==> src/lc3Pkg.sv <==
package lc3Pkg;

    // data and address width of the core
    parameter int wordWidth = 16;

    // opcode field ir[15:12], only the implemented subset
    typedef enum logic [3:0] {
        opBr    = 4'b0000,
        opAdd   = 4'b0001,
        opLd    = 4'b0010,
        opSt    = 4'b0011,
        opJsr   = 4'b0100,
        opAnd   = 4'b0101,
        opLdr   = 4'b0110,
        opStr   = 4'b0111,
        opNot   = 4'b1001,
        opJmp   = 4'b1100,
        opPause = 4'b1101,
        opLea   = 4'b1110
    } lc3Opcode;

    typedef enum logic [1:0] {
        aluAdd   = 2'b00,
        aluAnd   = 2'b01,
        aluNot   = 2'b10,
        aluPassA = 2'b11
    } aluFunc;

    // one bundle from the control unit to the datapath
    typedef struct packed {
        logic       ldMar;
        logic       ldMdr;
        logic       ldIr;
        logic       ldBen;
        logic       ldCc;
        logic       ldReg;
        logic       ldPc;
        logic       ldLed;
        logic       gatePc;
        logic       gateMdr;
        logic       gateAlu;
        logic       gateMarMux;
        logic       drMux;
        logic       sr1Mux;
        logic       sr2Mux;
        logic       addr1Mux;
        logic       mioEn;
        logic [1:0] addr2Mux;
        logic [1:0] pcMux;
        aluFunc     aluk;
    } ctrlSignals;

    // wishbone classic master to slave
    typedef struct packed {
        logic                 cyc;
        logic                 stb;
        logic                 we;
        logic [wordWidth-1:0] adr;
        logic [wordWidth-1:0] dat;
    } wbReq;

    // wishbone classic slave to master
    typedef struct packed {
        logic                 ack;
        logic [wordWidth-1:0] dat;
    } wbRsp;

endpackage
==> src/lc3Cpu.sv <==
`timescale 1ns/1ps

module lc3Cpu
    import lc3Pkg::*;
#(
    parameter logic [15:0] startAddr = 16'h3000
) (
    input  logic        Clk,
    input  logic        reset,
    output wbReq        wb,
    input  wbRsp        wbIn,
    output logic [15:0] pc,
    output logic [15:0] ir,
    output logic [11:0] led
);

    ctrlSignals           ctrl;
    logic                 ben;
    logic                 memReq;
    logic                 memWrite;
    logic                 memDone;
    logic [wordWidth-1:0] memData;
    logic [wordWidth-1:0] mar;
    logic [wordWidth-1:0] mdr;

    controlUnit cu0 (
        .Clk      (Clk),
        .reset    (reset),
        .ir       (ir),
        .ben      (ben),
        .memDone  (memDone),
        .ctrl     (ctrl),
        .memReq   (memReq),
        .memWrite (memWrite)
    );

    datapath #(
        .startAddr (startAddr)
    ) dp0 (
        .Clk     (Clk),
        .reset   (reset),
        .ctrl    (ctrl),
        .memData (memData),
        .ir      (ir),
        .mar     (mar),
        .mdr     (mdr),
        .pc      (pc),
        .ben     (ben),
        .led     (led)
    );

    // mar/mdr accesses onto the wishbone bus
    memBridge br0 (
        .Clk      (Clk),
        .reset    (reset),
        .memReq   (memReq),
        .memWrite (memWrite),
        .adr      (mar),
        .wrData   (mdr),
        .memDone  (memDone),
        .rdData   (memData),
        .wb       (wb),
        .wbIn     (wbIn)
    );

endmodule

==> src/memBridge.sv <==
`timescale 1ns/1ps

module memBridge
    import lc3Pkg::*;
(
    input  logic        Clk,
    input  logic        reset,
    input  logic        memReq,
    input  logic        memWrite,
    input  logic [15:0] adr,
    input  logic [15:0] wrData,
    output logic        memDone,
    output logic [15:0] rdData,
    output wbReq        wb,
    input  wbRsp        wbIn
);

    typedef enum logic {idle, busy} bridgeState;

    bridgeState           state;
    logic [wordWidth-1:0] adrQ;
    logic [wordWidth-1:0] datQ;
    logic                 weQ;

    always_ff @(posedge Clk) begin
        if (reset) begin
            state   <= idle;
            memDone <= 1'b0;
            weQ     <= 1'b0;
        end else begin
            memDone <= 1'b0;
            case (state)
                // memReq is still high in the cycle memDone pulses
                idle: if (memReq && !memDone) begin
                    state <= busy;
                    weQ   <= memWrite;
                end
                busy: if (wbIn.ack) begin
                    state   <= idle;
                    memDone <= 1'b1;
                end
                default: state <= idle;
            endcase
        end
    end

    // payload capture
    always_ff @(posedge Clk) begin
        if (state == idle) begin
            adrQ <= adr;
            datQ <= wrData;
        end
        if (state == busy && wbIn.ack)
            rdData <= wbIn.dat;
    end

    assign wb.cyc = (state == busy);
    assign wb.stb = (state == busy);
    assign wb.we  = weQ;
    assign wb.adr = adrQ;
    assign wb.dat = datQ;

endmodule

==> src/controlUnit.sv <==
`timescale 1ns/1ps

module controlUnit
    import lc3Pkg::*;
(
    input  logic        Clk,
    input  logic        reset,
    input  logic [15:0] ir,
    input  logic        ben,
    input  logic        memDone,
    output ctrlSignals  ctrl,
    output logic        memReq,
    output logic        memWrite
);

    typedef enum logic [4:0] {
        fetch1, fetch2, fetch3, decode,
        sAlu, sBr, sJmp, sJsr, sLea, sPause,
        sLdAddr, sLdrAddr, sLdRead, sLdLoad,
        sStAddr, sStrAddr, sStData, sStWrite
    } cuState;

    cuState   state;
    cuState   nextState;
    lc3Opcode opcode;

    assign opcode = lc3Opcode'(ir[15:12]);

    always_ff @(posedge Clk) begin
        if (reset)
            state <= fetch1;
        else
            state <= nextState;
    end

    always_comb begin
        ctrl      = '0;
        memReq    = 1'b0;
        memWrite  = 1'b0;
        nextState = state;
        case (state)
            // mar <- pc, pc <- pc + 1
            fetch1: begin
                ctrl.gatePc = 1'b1;
                ctrl.ldMar  = 1'b1;
                ctrl.ldPc   = 1'b1;
                nextState   = fetch2;
            end
            fetch2: begin
                memReq      = 1'b1;
                ctrl.mioEn  = 1'b1;
                ctrl.ldMdr  = memDone;
                if (memDone)
                    nextState = fetch3;
            end
            fetch3: begin
                ctrl.gateMdr = 1'b1;
                ctrl.ldIr    = 1'b1;
                nextState    = decode;
            end
            decode: begin
                ctrl.ldBen = 1'b1;
                case (opcode)
                    opAdd, opAnd, opNot: nextState = sAlu;
                    opBr:    nextState = sBr;
                    opJmp:   nextState = sJmp;
                    opJsr:   nextState = sJsr;
                    opLea:   nextState = sLea;
                    opPause: nextState = sPause;
                    opLd:    nextState = sLdAddr;
                    opLdr:   nextState = sLdrAddr;
                    opSt:    nextState = sStAddr;
                    opStr:   nextState = sStrAddr;
                    default: nextState = fetch1;
                endcase
            end
            sAlu: begin
                ctrl.sr1Mux  = 1'b1;
                // ir[5] picks imm5 over sr2
                ctrl.sr2Mux  = ir[5];
                ctrl.gateAlu = 1'b1;
                ctrl.ldReg   = 1'b1;
                ctrl.ldCc    = 1'b1;
                if (opcode == opAnd)
                    ctrl.aluk = aluAnd;
                else if (opcode == opNot)
                    ctrl.aluk = aluNot;
                else
                    ctrl.aluk = aluAdd;
                nextState = fetch1;
            end
            // pc + offset9 only when the branch is taken
            sBr: begin
                ctrl.addr2Mux = 2'd2;
                ctrl.pcMux    = 2'd2;
                ctrl.ldPc     = ben;
                nextState     = fetch1;
            end
            sJmp: begin
                ctrl.sr1Mux   = 1'b1;
                ctrl.addr1Mux = 1'b1;
                ctrl.pcMux    = 2'd2;
                ctrl.ldPc     = 1'b1;
                nextState     = fetch1;
            end
            // r7 <- pc and pc <- target in the same cycle
            sJsr: begin
                ctrl.gatePc = 1'b1;
                ctrl.drMux  = 1'b1;
                ctrl.ldReg  = 1'b1;
                ctrl.sr1Mux = 1'b1;
                ctrl.pcMux  = 2'd2;
                ctrl.ldPc   = 1'b1;
                if (ir[11])
                    ctrl.addr2Mux = 2'd3;
                else
                    ctrl.addr1Mux = 1'b1;
                nextState = fetch1;
            end
            sLea: begin
                ctrl.addr2Mux   = 2'd2;
                ctrl.gateMarMux = 1'b1;
                ctrl.ldReg      = 1'b1;
                nextState       = fetch1;
            end
            sPause: begin
                ctrl.ldLed = 1'b1;
                nextState  = fetch1;
            end
            sLdAddr: begin
                ctrl.addr2Mux   = 2'd2;
                ctrl.gateMarMux = 1'b1;
                ctrl.ldMar      = 1'b1;
                nextState       = sLdRead;
            end
            sLdrAddr: begin
                ctrl.sr1Mux     = 1'b1;
                ctrl.addr1Mux   = 1'b1;
                ctrl.addr2Mux   = 2'd1;
                ctrl.gateMarMux = 1'b1;
                ctrl.ldMar      = 1'b1;
                nextState       = sLdRead;
            end
            sLdRead: begin
                memReq     = 1'b1;
                ctrl.mioEn = 1'b1;
                ctrl.ldMdr = memDone;
                if (memDone)
                    nextState = sLdLoad;
            end
            sLdLoad: begin
                ctrl.gateMdr = 1'b1;
                ctrl.ldReg   = 1'b1;
                ctrl.ldCc    = 1'b1;
                nextState    = fetch1;
            end
            sStAddr: begin
                ctrl.addr2Mux   = 2'd2;
                ctrl.gateMarMux = 1'b1;
                ctrl.ldMar      = 1'b1;
                nextState       = sStData;
            end
            sStrAddr: begin
                ctrl.sr1Mux     = 1'b1;
                ctrl.addr1Mux   = 1'b1;
                ctrl.addr2Mux   = 2'd1;
                ctrl.gateMarMux = 1'b1;
                ctrl.ldMar      = 1'b1;
                nextState       = sStData;
            end
            // source register ir[11:9] through the alu into mdr
            sStData: begin
                ctrl.aluk    = aluPassA;
                ctrl.gateAlu = 1'b1;
                ctrl.ldMdr   = 1'b1;
                nextState    = sStWrite;
            end
            sStWrite: begin
                memReq   = 1'b1;
                memWrite = 1'b1;
                if (memDone)
                    nextState = fetch1;
            end
            default: nextState = fetch1;
        endcase
    end

endmodule

==> src/datapath.sv <==
`timescale 1ns/1ps

module datapath
    import lc3Pkg::*;
#(
    parameter logic [15:0] startAddr = 16'h3000
) (
    input  logic        Clk,
    input  logic        reset,
    input  ctrlSignals  ctrl,
    input  logic [15:0] memData,
    output logic [15:0] ir,
    output logic [15:0] mar,
    output logic [15:0] mdr,
    output logic [15:0] pc,
    output logic        ben,
    output logic [11:0] led
);

    logic [wordWidth-1:0] bus;
    logic [wordWidth-1:0] aluOut;
    logic [wordWidth-1:0] aluB;
    logic [wordWidth-1:0] addr1;
    logic [wordWidth-1:0] addr2;
    logic [wordWidth-1:0] addrSum;
    logic [wordWidth-1:0] pcNext;
    logic [wordWidth-1:0] sr1Out;
    logic [wordWidth-1:0] sr2Out;
    logic [wordWidth-1:0] sext5;
    logic [wordWidth-1:0] sext6;
    logic [wordWidth-1:0] sext9;
    logic [wordWidth-1:0] sext11;
    logic [2:0]           dr;
    logic [2:0]           sr1;
    logic [2:0]           nzp;
    logic [2:0]           nzpIn;

    // immediate and offset fields
    assign sext5  = {{11{ir[4]}}, ir[4:0]};
    assign sext6  = {{10{ir[5]}}, ir[5:0]};
    assign sext9  = {{7{ir[8]}}, ir[8:0]};
    assign sext11 = {{5{ir[10]}}, ir[10:0]};

    // r7 is the link register for jsr
    assign dr  = ctrl.drMux ? 3'd7 : ir[11:9];
    assign sr1 = ctrl.sr1Mux ? ir[8:6] : ir[11:9];

    regFile regs0 (
        .Clk    (Clk),
        .reset  (reset),
        .ld     (ctrl.ldReg),
        .dr     (dr),
        .sr1    (sr1),
        .sr2    (ir[2:0]),
        .din    (bus),
        .sr1Out (sr1Out),
        .sr2Out (sr2Out)
    );

    // address adder
    assign addr1 = ctrl.addr1Mux ? sr1Out : pc;

    always_comb begin
        case (ctrl.addr2Mux)
            2'd0:    addr2 = '0;
            2'd1:    addr2 = sext6;
            2'd2:    addr2 = sext9;
            default: addr2 = sext11;
        endcase
    end

    assign addrSum = addr1 + addr2;

    // alu
    assign aluB = ctrl.sr2Mux ? sext5 : sr2Out;

    always_comb begin
        case (ctrl.aluk)
            aluAdd:  aluOut = sr1Out + aluB;
            aluAnd:  aluOut = sr1Out & aluB;
            aluNot:  aluOut = ~sr1Out;
            default: aluOut = sr1Out;
        endcase
    end

    // one gate at a time drives the bus
    always_comb begin
        if (ctrl.gatePc) begin
            bus = pc;
        end else if (ctrl.gateMdr) begin
            bus = mdr;
        end else if (ctrl.gateAlu) begin
            bus = aluOut;
        end else if (ctrl.gateMarMux) begin
            bus = addrSum;
        end else begin
            bus = '0;
        end
    end

    // pc source is the increment, the bus or the adder
    always_comb begin
        case (ctrl.pcMux)
            2'd1:    pcNext = bus;
            2'd2:    pcNext = addrSum;
            default: pcNext = pc + 16'd1;
        endcase
    end

    assign nzpIn = {bus[15], bus == '0, !bus[15] && bus != '0};

    always_ff @(posedge Clk) begin
        if (reset) begin
            pc  <= startAddr;
            ir  <= '0;
            mar <= '0;
            mdr <= '0;
            nzp <= '0;
            ben <= 1'b0;
            led <= '0;
        end else begin
            if (ctrl.ldPc)
                pc <= pcNext;
            if (ctrl.ldIr)
                ir <= bus;
            if (ctrl.ldMar)
                mar <= bus;
            if (ctrl.ldMdr)
                mdr <= ctrl.mioEn ? memData : bus;
            if (ctrl.ldCc)
                nzp <= nzpIn;
            if (ctrl.ldBen)
                ben <= |(ir[11:9] & nzp);
            if (ctrl.ldLed)
                led <= ir[11:0];
        end
    end

endmodule

==> src/regFile.sv <==
`timescale 1ns/1ps

module regFile
    import lc3Pkg::*;
(
    input  logic                 Clk,
    input  logic                 reset,
    input  logic                 ld,
    input  logic [2:0]           dr,
    input  logic [2:0]           sr1,
    input  logic [2:0]           sr2,
    input  logic [wordWidth-1:0] din,
    output logic [wordWidth-1:0] sr1Out,
    output logic [wordWidth-1:0] sr2Out
);

    // r0 .. r7
    logic [wordWidth-1:0] regs [8];

    always_ff @(posedge Clk) begin
        if (reset) begin
            for (int i = 0; i < 8; i++) begin
                regs[i] <= '0;
            end
        end else if (ld) begin
            regs[dr] <= din;
        end
    end

    // both read ports see the old value during a write
    assign sr1Out = regs[sr1];
    assign sr2Out = regs[sr2];

endmodule

==> config.mk <==
export PLATFORM = sky130hd
export DESIGN_NAME = lc3Cpu
export DESIGN_NICKNAME = d
export VERILOG_FILES = /design/src/lc3Pkg.sv /design/src/lc3Cpu.sv /design/src/memBridge.sv /design/src/controlUnit.sv /design/src/datapath.sv /design/src/regFile.sv
export SDC_FILE = /design/constraint.sdc
export NUM_CORES = 1
export LEC_CHECK = 0
export ABC_AREA = 1
export BUFFER_PORTS_ARGS = -buffer_cell sky130_fd_sc_hd__clkbuf_2
export CAP_MARGIN = 0
export CORE_ASPECT_RATIO = 1.25
export CORE_UTILIZATION = 40
export DETAILED_ROUTE_END_ITERATION = 12
export RECOVER_POWER = 50
export SLEW_MARGIN = 20
export SYNTH_ARGS = -nofsm -noshare
export SYNTH_HDL_FRONTEND = slang
export SYNTH_SLANG_ARGS = --single-unit
==> constraint.sdc <==
create_clock -name Clk -period 6.5 [get_ports Clk]
set_input_delay 0.65 -clock Clk [delete_from_list [all_inputs] [get_ports Clk]]
set_output_delay 0.65 -clock Clk [all_outputs]
set_load 0.01 [all_outputs]
---- Word-level counts from Yosys, hierarchy flattened ----
Memory sizes are Yosys's and may differ from the RTL's. A register that Yosys moved wholly into a read port is not among the register bits.
Cells that the tools add are included.
W data, S select, Z words.
word-level totals
  memory bits (read-only) ................. 64
  latch bits .............................. 0
  memory bits (writable) .................. 128
  memories ................................ 2
  input bits .............................. 19
  flip-flop bits (word level) ............. 136
cells by class
  div/mod/pow operators ................... 0
  shift-type cells ........................ 0
  bitwise gates (word level) .............. 4
  multiply operators ...................... 0
  reductions and logical operators ........ 32
  add/sub/neg operators ................... 3
  multiplexer cells ....................... 58
  $lt $le $gt $ge ......................... 0
  equality and inequality tests ........... 28
memories
  name              words  width  rd ports  clocked after Yosys merged registers in  wr ports  RTL line           RTL
  dp0.regs0.regs    8      16     2         1                                        8         regFile.sv:18      logic [wordWidth-1:0] regs [8];
  (name not given)  16     4      1         1                                        0         controlUnit.sv:63  case (opcode)
operator list
  cell                     count
  $mux W16                 8
  $pmux W16 S3             2
  $pmux W5 S9              1
  $eq A5 B4 Y1 const B     8
  $add A16 B16 Y16         2
  $pmux W16 S2             1
  $mux W1                  26
  $eq A5 B3 Y1 const B     4
  $reduce_or A2 Y1         9
  $add A16 B1 Y16 const B  1
  $and A16 B16 Y16         1
  $logic_not A16 Y1        1
  $not A16 Y16             1
  $reduce_bool A16 Y1      1
  $reduce_or A16 Y1        1
  $mux W3                  5
  $mux W5                  3
  $reduce_or A3 Y1         5
  $reduce_or A5 Y1         3
  $eq A5 B2 Y1 const B     2
  $eq A5 B5 Y1 const B     2
  $mux W2                  4
  $mux W4                  2
  $pmux W1 S2              4
  other kinds (17)         28

---- Logic depth before layout (Yosys ltp) ----
An unclocked memory read counts as a cell.
  depth in word-level cells ............... 13
  gate-level depth with buffers ........... 38
  gate-level depth less buffers ........... 35

---- Cells and area by module ----
From an unflattened synthesis, not the netlist that was laid out.
unflattened totals
  cell total of the unflattened synthesis .. 2419
  area, all modules ....................... 16898.7 um^2
by module, submodules not included
  module       area each (um^2)  seq. area each (um^2)  cells an instance  instances
  regFile      7532.2            3843.7                 1032               1
  datapath     7103.1            1601.5                 1203               1
  memBridge    1592.8            1501.4                 68                 1
  controlUnit  670.6             100.1                  116                1

---- Worst setup path after synthesis ----
No wires, ideal clock.
  path kind ............................... register to register
  start point ............................. reg cu0.state[1]
  end point ............................... reg with a tool-made name
  setup slack ............................. 2160 ps
  setup time .............................. 75 ps
  arrival time ............................ 4266 ps
  cell stages (with the launch flop) ...... 36
  period minus slack after synthesis ...... 4340 ps
  data required time ...................... 6425 ps
  cell sequence ........................... dfxtp_1 -> nand2_1 -> inv_2 -> nand2_4 -> nand2_8 -> nand2_2 -> nand2_4 -> buf_6 -> buf_6 -> o211ai_1 -> nand3_1 -> and2_1 -> o21ai_0 -> ha_1 -> fa_1 -> a21oi_1 -> o21bai_1 -> nand2_1 -> nand2_1 -> nand2_1 -> nand2_1 -> a21o_1 -> a21oi_1 -> nor2_1 -> nor2_1 -> xor2_1 -> inv_1 -> nand2_1 -> nand3_2 -> nor2_4 -> inv_2 -> nor2_1 -> nor2_2 -> inv_2 -> ha_1 -> o22ai_1
RTL lines
  what                    RTL line           RTL
  start, declared         controlUnit.sv:23  cuState state;
  start signal, assigned  controlUnit.sv:31  state <= fetch1;
  start signal, assigned  controlUnit.sv:33  state <= nextState;

==> PnR_summary.wiki <==
{| class="wikitable"
! Metric !! Value
|-
| Via-to-Cell Ratio || 5.62
|-
| Cell row count || 81
|-
| Top layer in use || met4
|-
| Core Box Area || 0.0390 sq mm
|-
| Synth unique cells || 60
|-
| Sinks on the clock net || approximately 270
|-
| Number of port buffers || 97
|-
| Count of routing violations after the opening detailed-route iteration || 1607
|-
| Cts bufs inserted || 30
|-
| Largest cells by area after synthesis || edfxtp_1, nand2_1, dfxtp_1, inv_1, o21ai_0
|-
| Die Width || 180 um
|-
| Mapped Nets || about 2100
|-
| Sum of overflow across all layers after global routing || 0
|-
| Main combinational cell family by area after synthesis || simple AND/OR/NAND/NOR gates
|-
| Area of all placed cells without fillers || 0.0177 sq mm
|-
| Number of max-slew violations in the final report || 66
|-
| Area fraction of the dominant cell type after synthesis || 33.5%
|-
| DP Wirelength || 41800 um
|-
| Net total in the final layout || 2206
|-
| Detailed route wirelength on metal2 || 26800 um
|-
| Endpoints failing setup || 0
|-
| Number of fillers in the final layout || 3926
|-
| DR WL met3 || 4870 um
|-
| Post-Synth Adder-Cell Area || between 2 and 3%
|-
| Portion of netlist area occupied by mux cells || 0%
|-
| Register clock-pin slew on the reported worst setup and hold paths || 0.07 ns
|-
| Compound-gate portion of the synthesized area || 16.6%
|-
| Number of instances in the synthesized netlist || a little over 2000
|-
| Sequential-to-total area share from yosys stat || ~46%
|-
| Insertion delay of the later-clocked pin in the worst-skew pair || between 0.6 and 0.7 ns
|-
| Maximum clock rate || 179 MHz
|-
| Routability congestion estimate || 0.964
|-
| Class of the worst hold path || input port to flip-flop
|-
| Simple logic cell fraction of the synthesized area || 23.5%
|-
| Count of flip-flops with a built-in enable after synthesis || 176
|-
| CTS hold repair buffers || 0
|-
| Floorplan die area || 0.0403 sq mm
|-
| Fraction of synthesis flops using an asynchronous set or reset pin || 0%
|-
| Final Hold Violating Endpoints || 0
|-
| Level count of the clock H-tree || 1
|-
| Synthesized flop and latch total || approximately 270
|-
| Via count of the first global-routing pass || around 14000
|-
| Synthesis Warnings || 0
|-
| Synthesized area divided by synthesized cell count || ~7.6 sq um
|-
| Number of gates resized after cts || 0
|-
| Largest net degree at the start of global routing || 92
|-
| Peak supply drop || 0.337 mV
|-
| Post-Route Skew || 0.0476 ns
|-
| Maximum buffer depth of the clock tree || 3
|-
| Ys flop type || edfxtp_1
|-
| Initial antenna violation count || 0
|-
| Number of instances in the placed design || ~2600
|-
| Max-cap violations || 1
|-
| Data arrival time at the worst-slack endpoint || 6.05 ns
|-
| Least-Margin Pin Slew || roughly 2.6 ns
|-
| Synth Area in XOR/XNOR || 1.05%
|-
| DRT Pass-1 Iters || 6
|-
| Clock tree from TritonCTS || done
|-
| CTS Root Cell || clkbuf_16
|-
| Placed cell area || 0.0168 sq mm
|-
| Final ANT Viol Nets || 0
|-
| IO Pins || 98
|-
| Required time of the worst setup path || 6.98 ns
|-
| Unrepaired setup endpoints after global routing || false
|-
| Global-route wire length before repair || ~87000 um
|-
| Final routed DRC violation total || 0
|-
| Post-CTS repair timing setup buffer count || 0
|-
| Final sum of negative setup slack || 0 ns
|-
| Fraction of layout cells with a size suffix above 1 || 8.18%
|-
| Biggest area consumer among synthesized cells || edfxtp_1
|-
| Per-cell routed wire length || around 22 um
|-
| Slew HR || -74.9%
|-
| Routed wire length || 58500 um
|-
| Height of the chip || 224 um
|-
| All-layer global routing usage || 28.9%
|-
| Start-to-end type of the worst setup path || flip-flop to flip-flop
|-
| Startpoint class of the critical path || flip-flop
|-
| Cell Area, Synth || around 0.016 sq mm
|-
| Largest fanout on the critical path || 28
|-
| Antenna cells || 0
|-
| Via count || around 15000
|-
| Violations in the final reports || capacitance limit, slew limit
|-
| Crit. End Element || flip-flop
|-
| Synth-to-Final Area Change || 12.4%
|-
| Status || finished with violations
|-
| P per Cell Area || 472 mW/mm^2
|-
| Detailed-route wire length on metal 1 || 22800 um
|-
| Static leakage || 8.13 nW
|-
| Initial core utilization || 40.4%
|-
| Final non-filler cell total || 2674
|-
| Fraction of the cycle the final worst path needs || 85.8%
|-
| Final critical path time including I/O delays and setup || 5.58 ns
|}
[cells in the final DEF, fill, tap and decap left out, types with 30 or more instances in the layout]
cell,Yosys,layout
clkbuf_16,0,30
nand2_1,553,553
dfxtp_1,95,94
clkbuf_1,67,91
o211ai_1,32,32
edfxtp_1,176,176
a21oi_1,161,161
buf_4,8,33
nand3_1,145,145
nor2_1,101,91
inv_1,313,314
ha_1,34,34
o21ai_0,163,158
[area by class of cell]
class / count / area [sq um] / share of cell area (%)
clock buffer: 36 / 793 / 4.47
clock inverter: 20 / 245 / 1.38
inverter: 332 / 1250 / 7.02
multi-input combinational: 1379 / 6970 / 39.3
sequential: 271 / 7190 / 40.5
tap: 498 / 623 / 3.51
timing repair buffer: 138 / 679 / 3.83
[flip-flops by register name, indices dropped and copies added (netlist names), 5 cells and up, named ones only]
signal / flops
dp0.regs0.regs: 128
br0.adrQ: 16
br0.datQ: 16
br0.rdData: 16
dp0.ir: 16
dp0.mar: 16
dp0.mdr: 16
dp0.pc: 16
dp0.led: 12
cu0.state: 5
[metal layers]
| layer | up-vias | track usage [%] |
|---|---|---|
| met4 | 0 | 18.8 |
| met5 | - | 0 |
| li1 | 7035 | - |
| met1 | 7002 | 35.8 |
| met3 | 199 | 4.02 |
| met2 | 782 | 47.5 |
[worst paths after layout]
check                           slack (ns)             end        from  depth (start not counted)
worst max-delay path                  0.92      dp0.nzp[0]   flip-flop                         25
worst min-delay path                  0.20  br0.rdData[11]    wbIn[11]                          1
worst max register to register        0.92      dp0.nzp[0]   flip-flop                         25
worst min register to register        0.43     br0.adrQ[4]  dp0.mar[4]                          0
[cell families (layout without fill, tap and decap cells)]
logic type / after synthesis / count (layout)
xor gates and xnor gates: 19 / 19
and+or+nand+nor: 871 / 871
AOI/OAI and AO/OA: 454 / 454
buffers and inverters: 428 / 526
adders and majority gates: 35 / 35
DFF: 271 / 271
[worst max-delay path: stages, from the launching register on]
cell and delay (ns):
dfxtp_1 0.32, buf_4 0.32, clkinv_1 0.59, buf_4 0.48
o21ai_0 0.12, a21oi_1 0.07, o311ai_0 0.35, nand2_1 0.09
inv_1 0.07, ha_1 0.28, a21oi_1 0.15, o21ai_0 0.13
inv_1 0.10, nor3_1 0.05, a2111oi_0 0.48, nand3b_1 0.15
nand3_1 0.14, nand3_1 0.09, nand3_1 0.09, nand3_1 0.10
a21oi_1 0.66, nand3_1 0.14, nor2_1 0.21, nand3_1 0.13
nand2_1 0.08, a21oi_1 0.06
[power by group]
part           internal (mW)  switching, mW
Sequential              2.15          0.252
Clock                   1.04          0.763
Combinational           1.15           3.02
[stage by stage]
stage	total power [mW]	setup slack, ns	hold slack (ns)	utilization (%)
CTS	8.38	1.06	0.184	45.8
detailed placement	6.56	1.04	0.410	43.1
floorplan	5.00	2.16	0.403	-
finish	8.37	0.923	0.204	45.5
global route	8.85	0.529	0.199	45.5
global placement	6.54	1.09	0.408	43.1
[cells in the mapped netlist (4+ instances only)]
master,instances
a21oi_1,161
inv_2,18
ha_1,34
nand4_1,7
xor2_1,15
nor2_2,4
a211oi_1,12
nand2_2,10
clkbuf_1,67
a221oi_1,4
edfxtp_1,176
a31oi_1,16
nor2_1,101
xnor2_1,4
dfxtp_1,95
o21ai_0,163
nand3b_1,4
nor3_1,19
o211ai_1,32
inv_1,313
buf_2,11
o31ai_1,11
o311ai_0,9
or2_2,5
nand4_2,4
nand3_1,145
buf_4,8
buf_1,8
nand3_2,4
o21ai_1,7
o21bai_1,6
nand2_1,553
o21ai_2,5
Note: power is estimated with default switching activity, not from simulation.
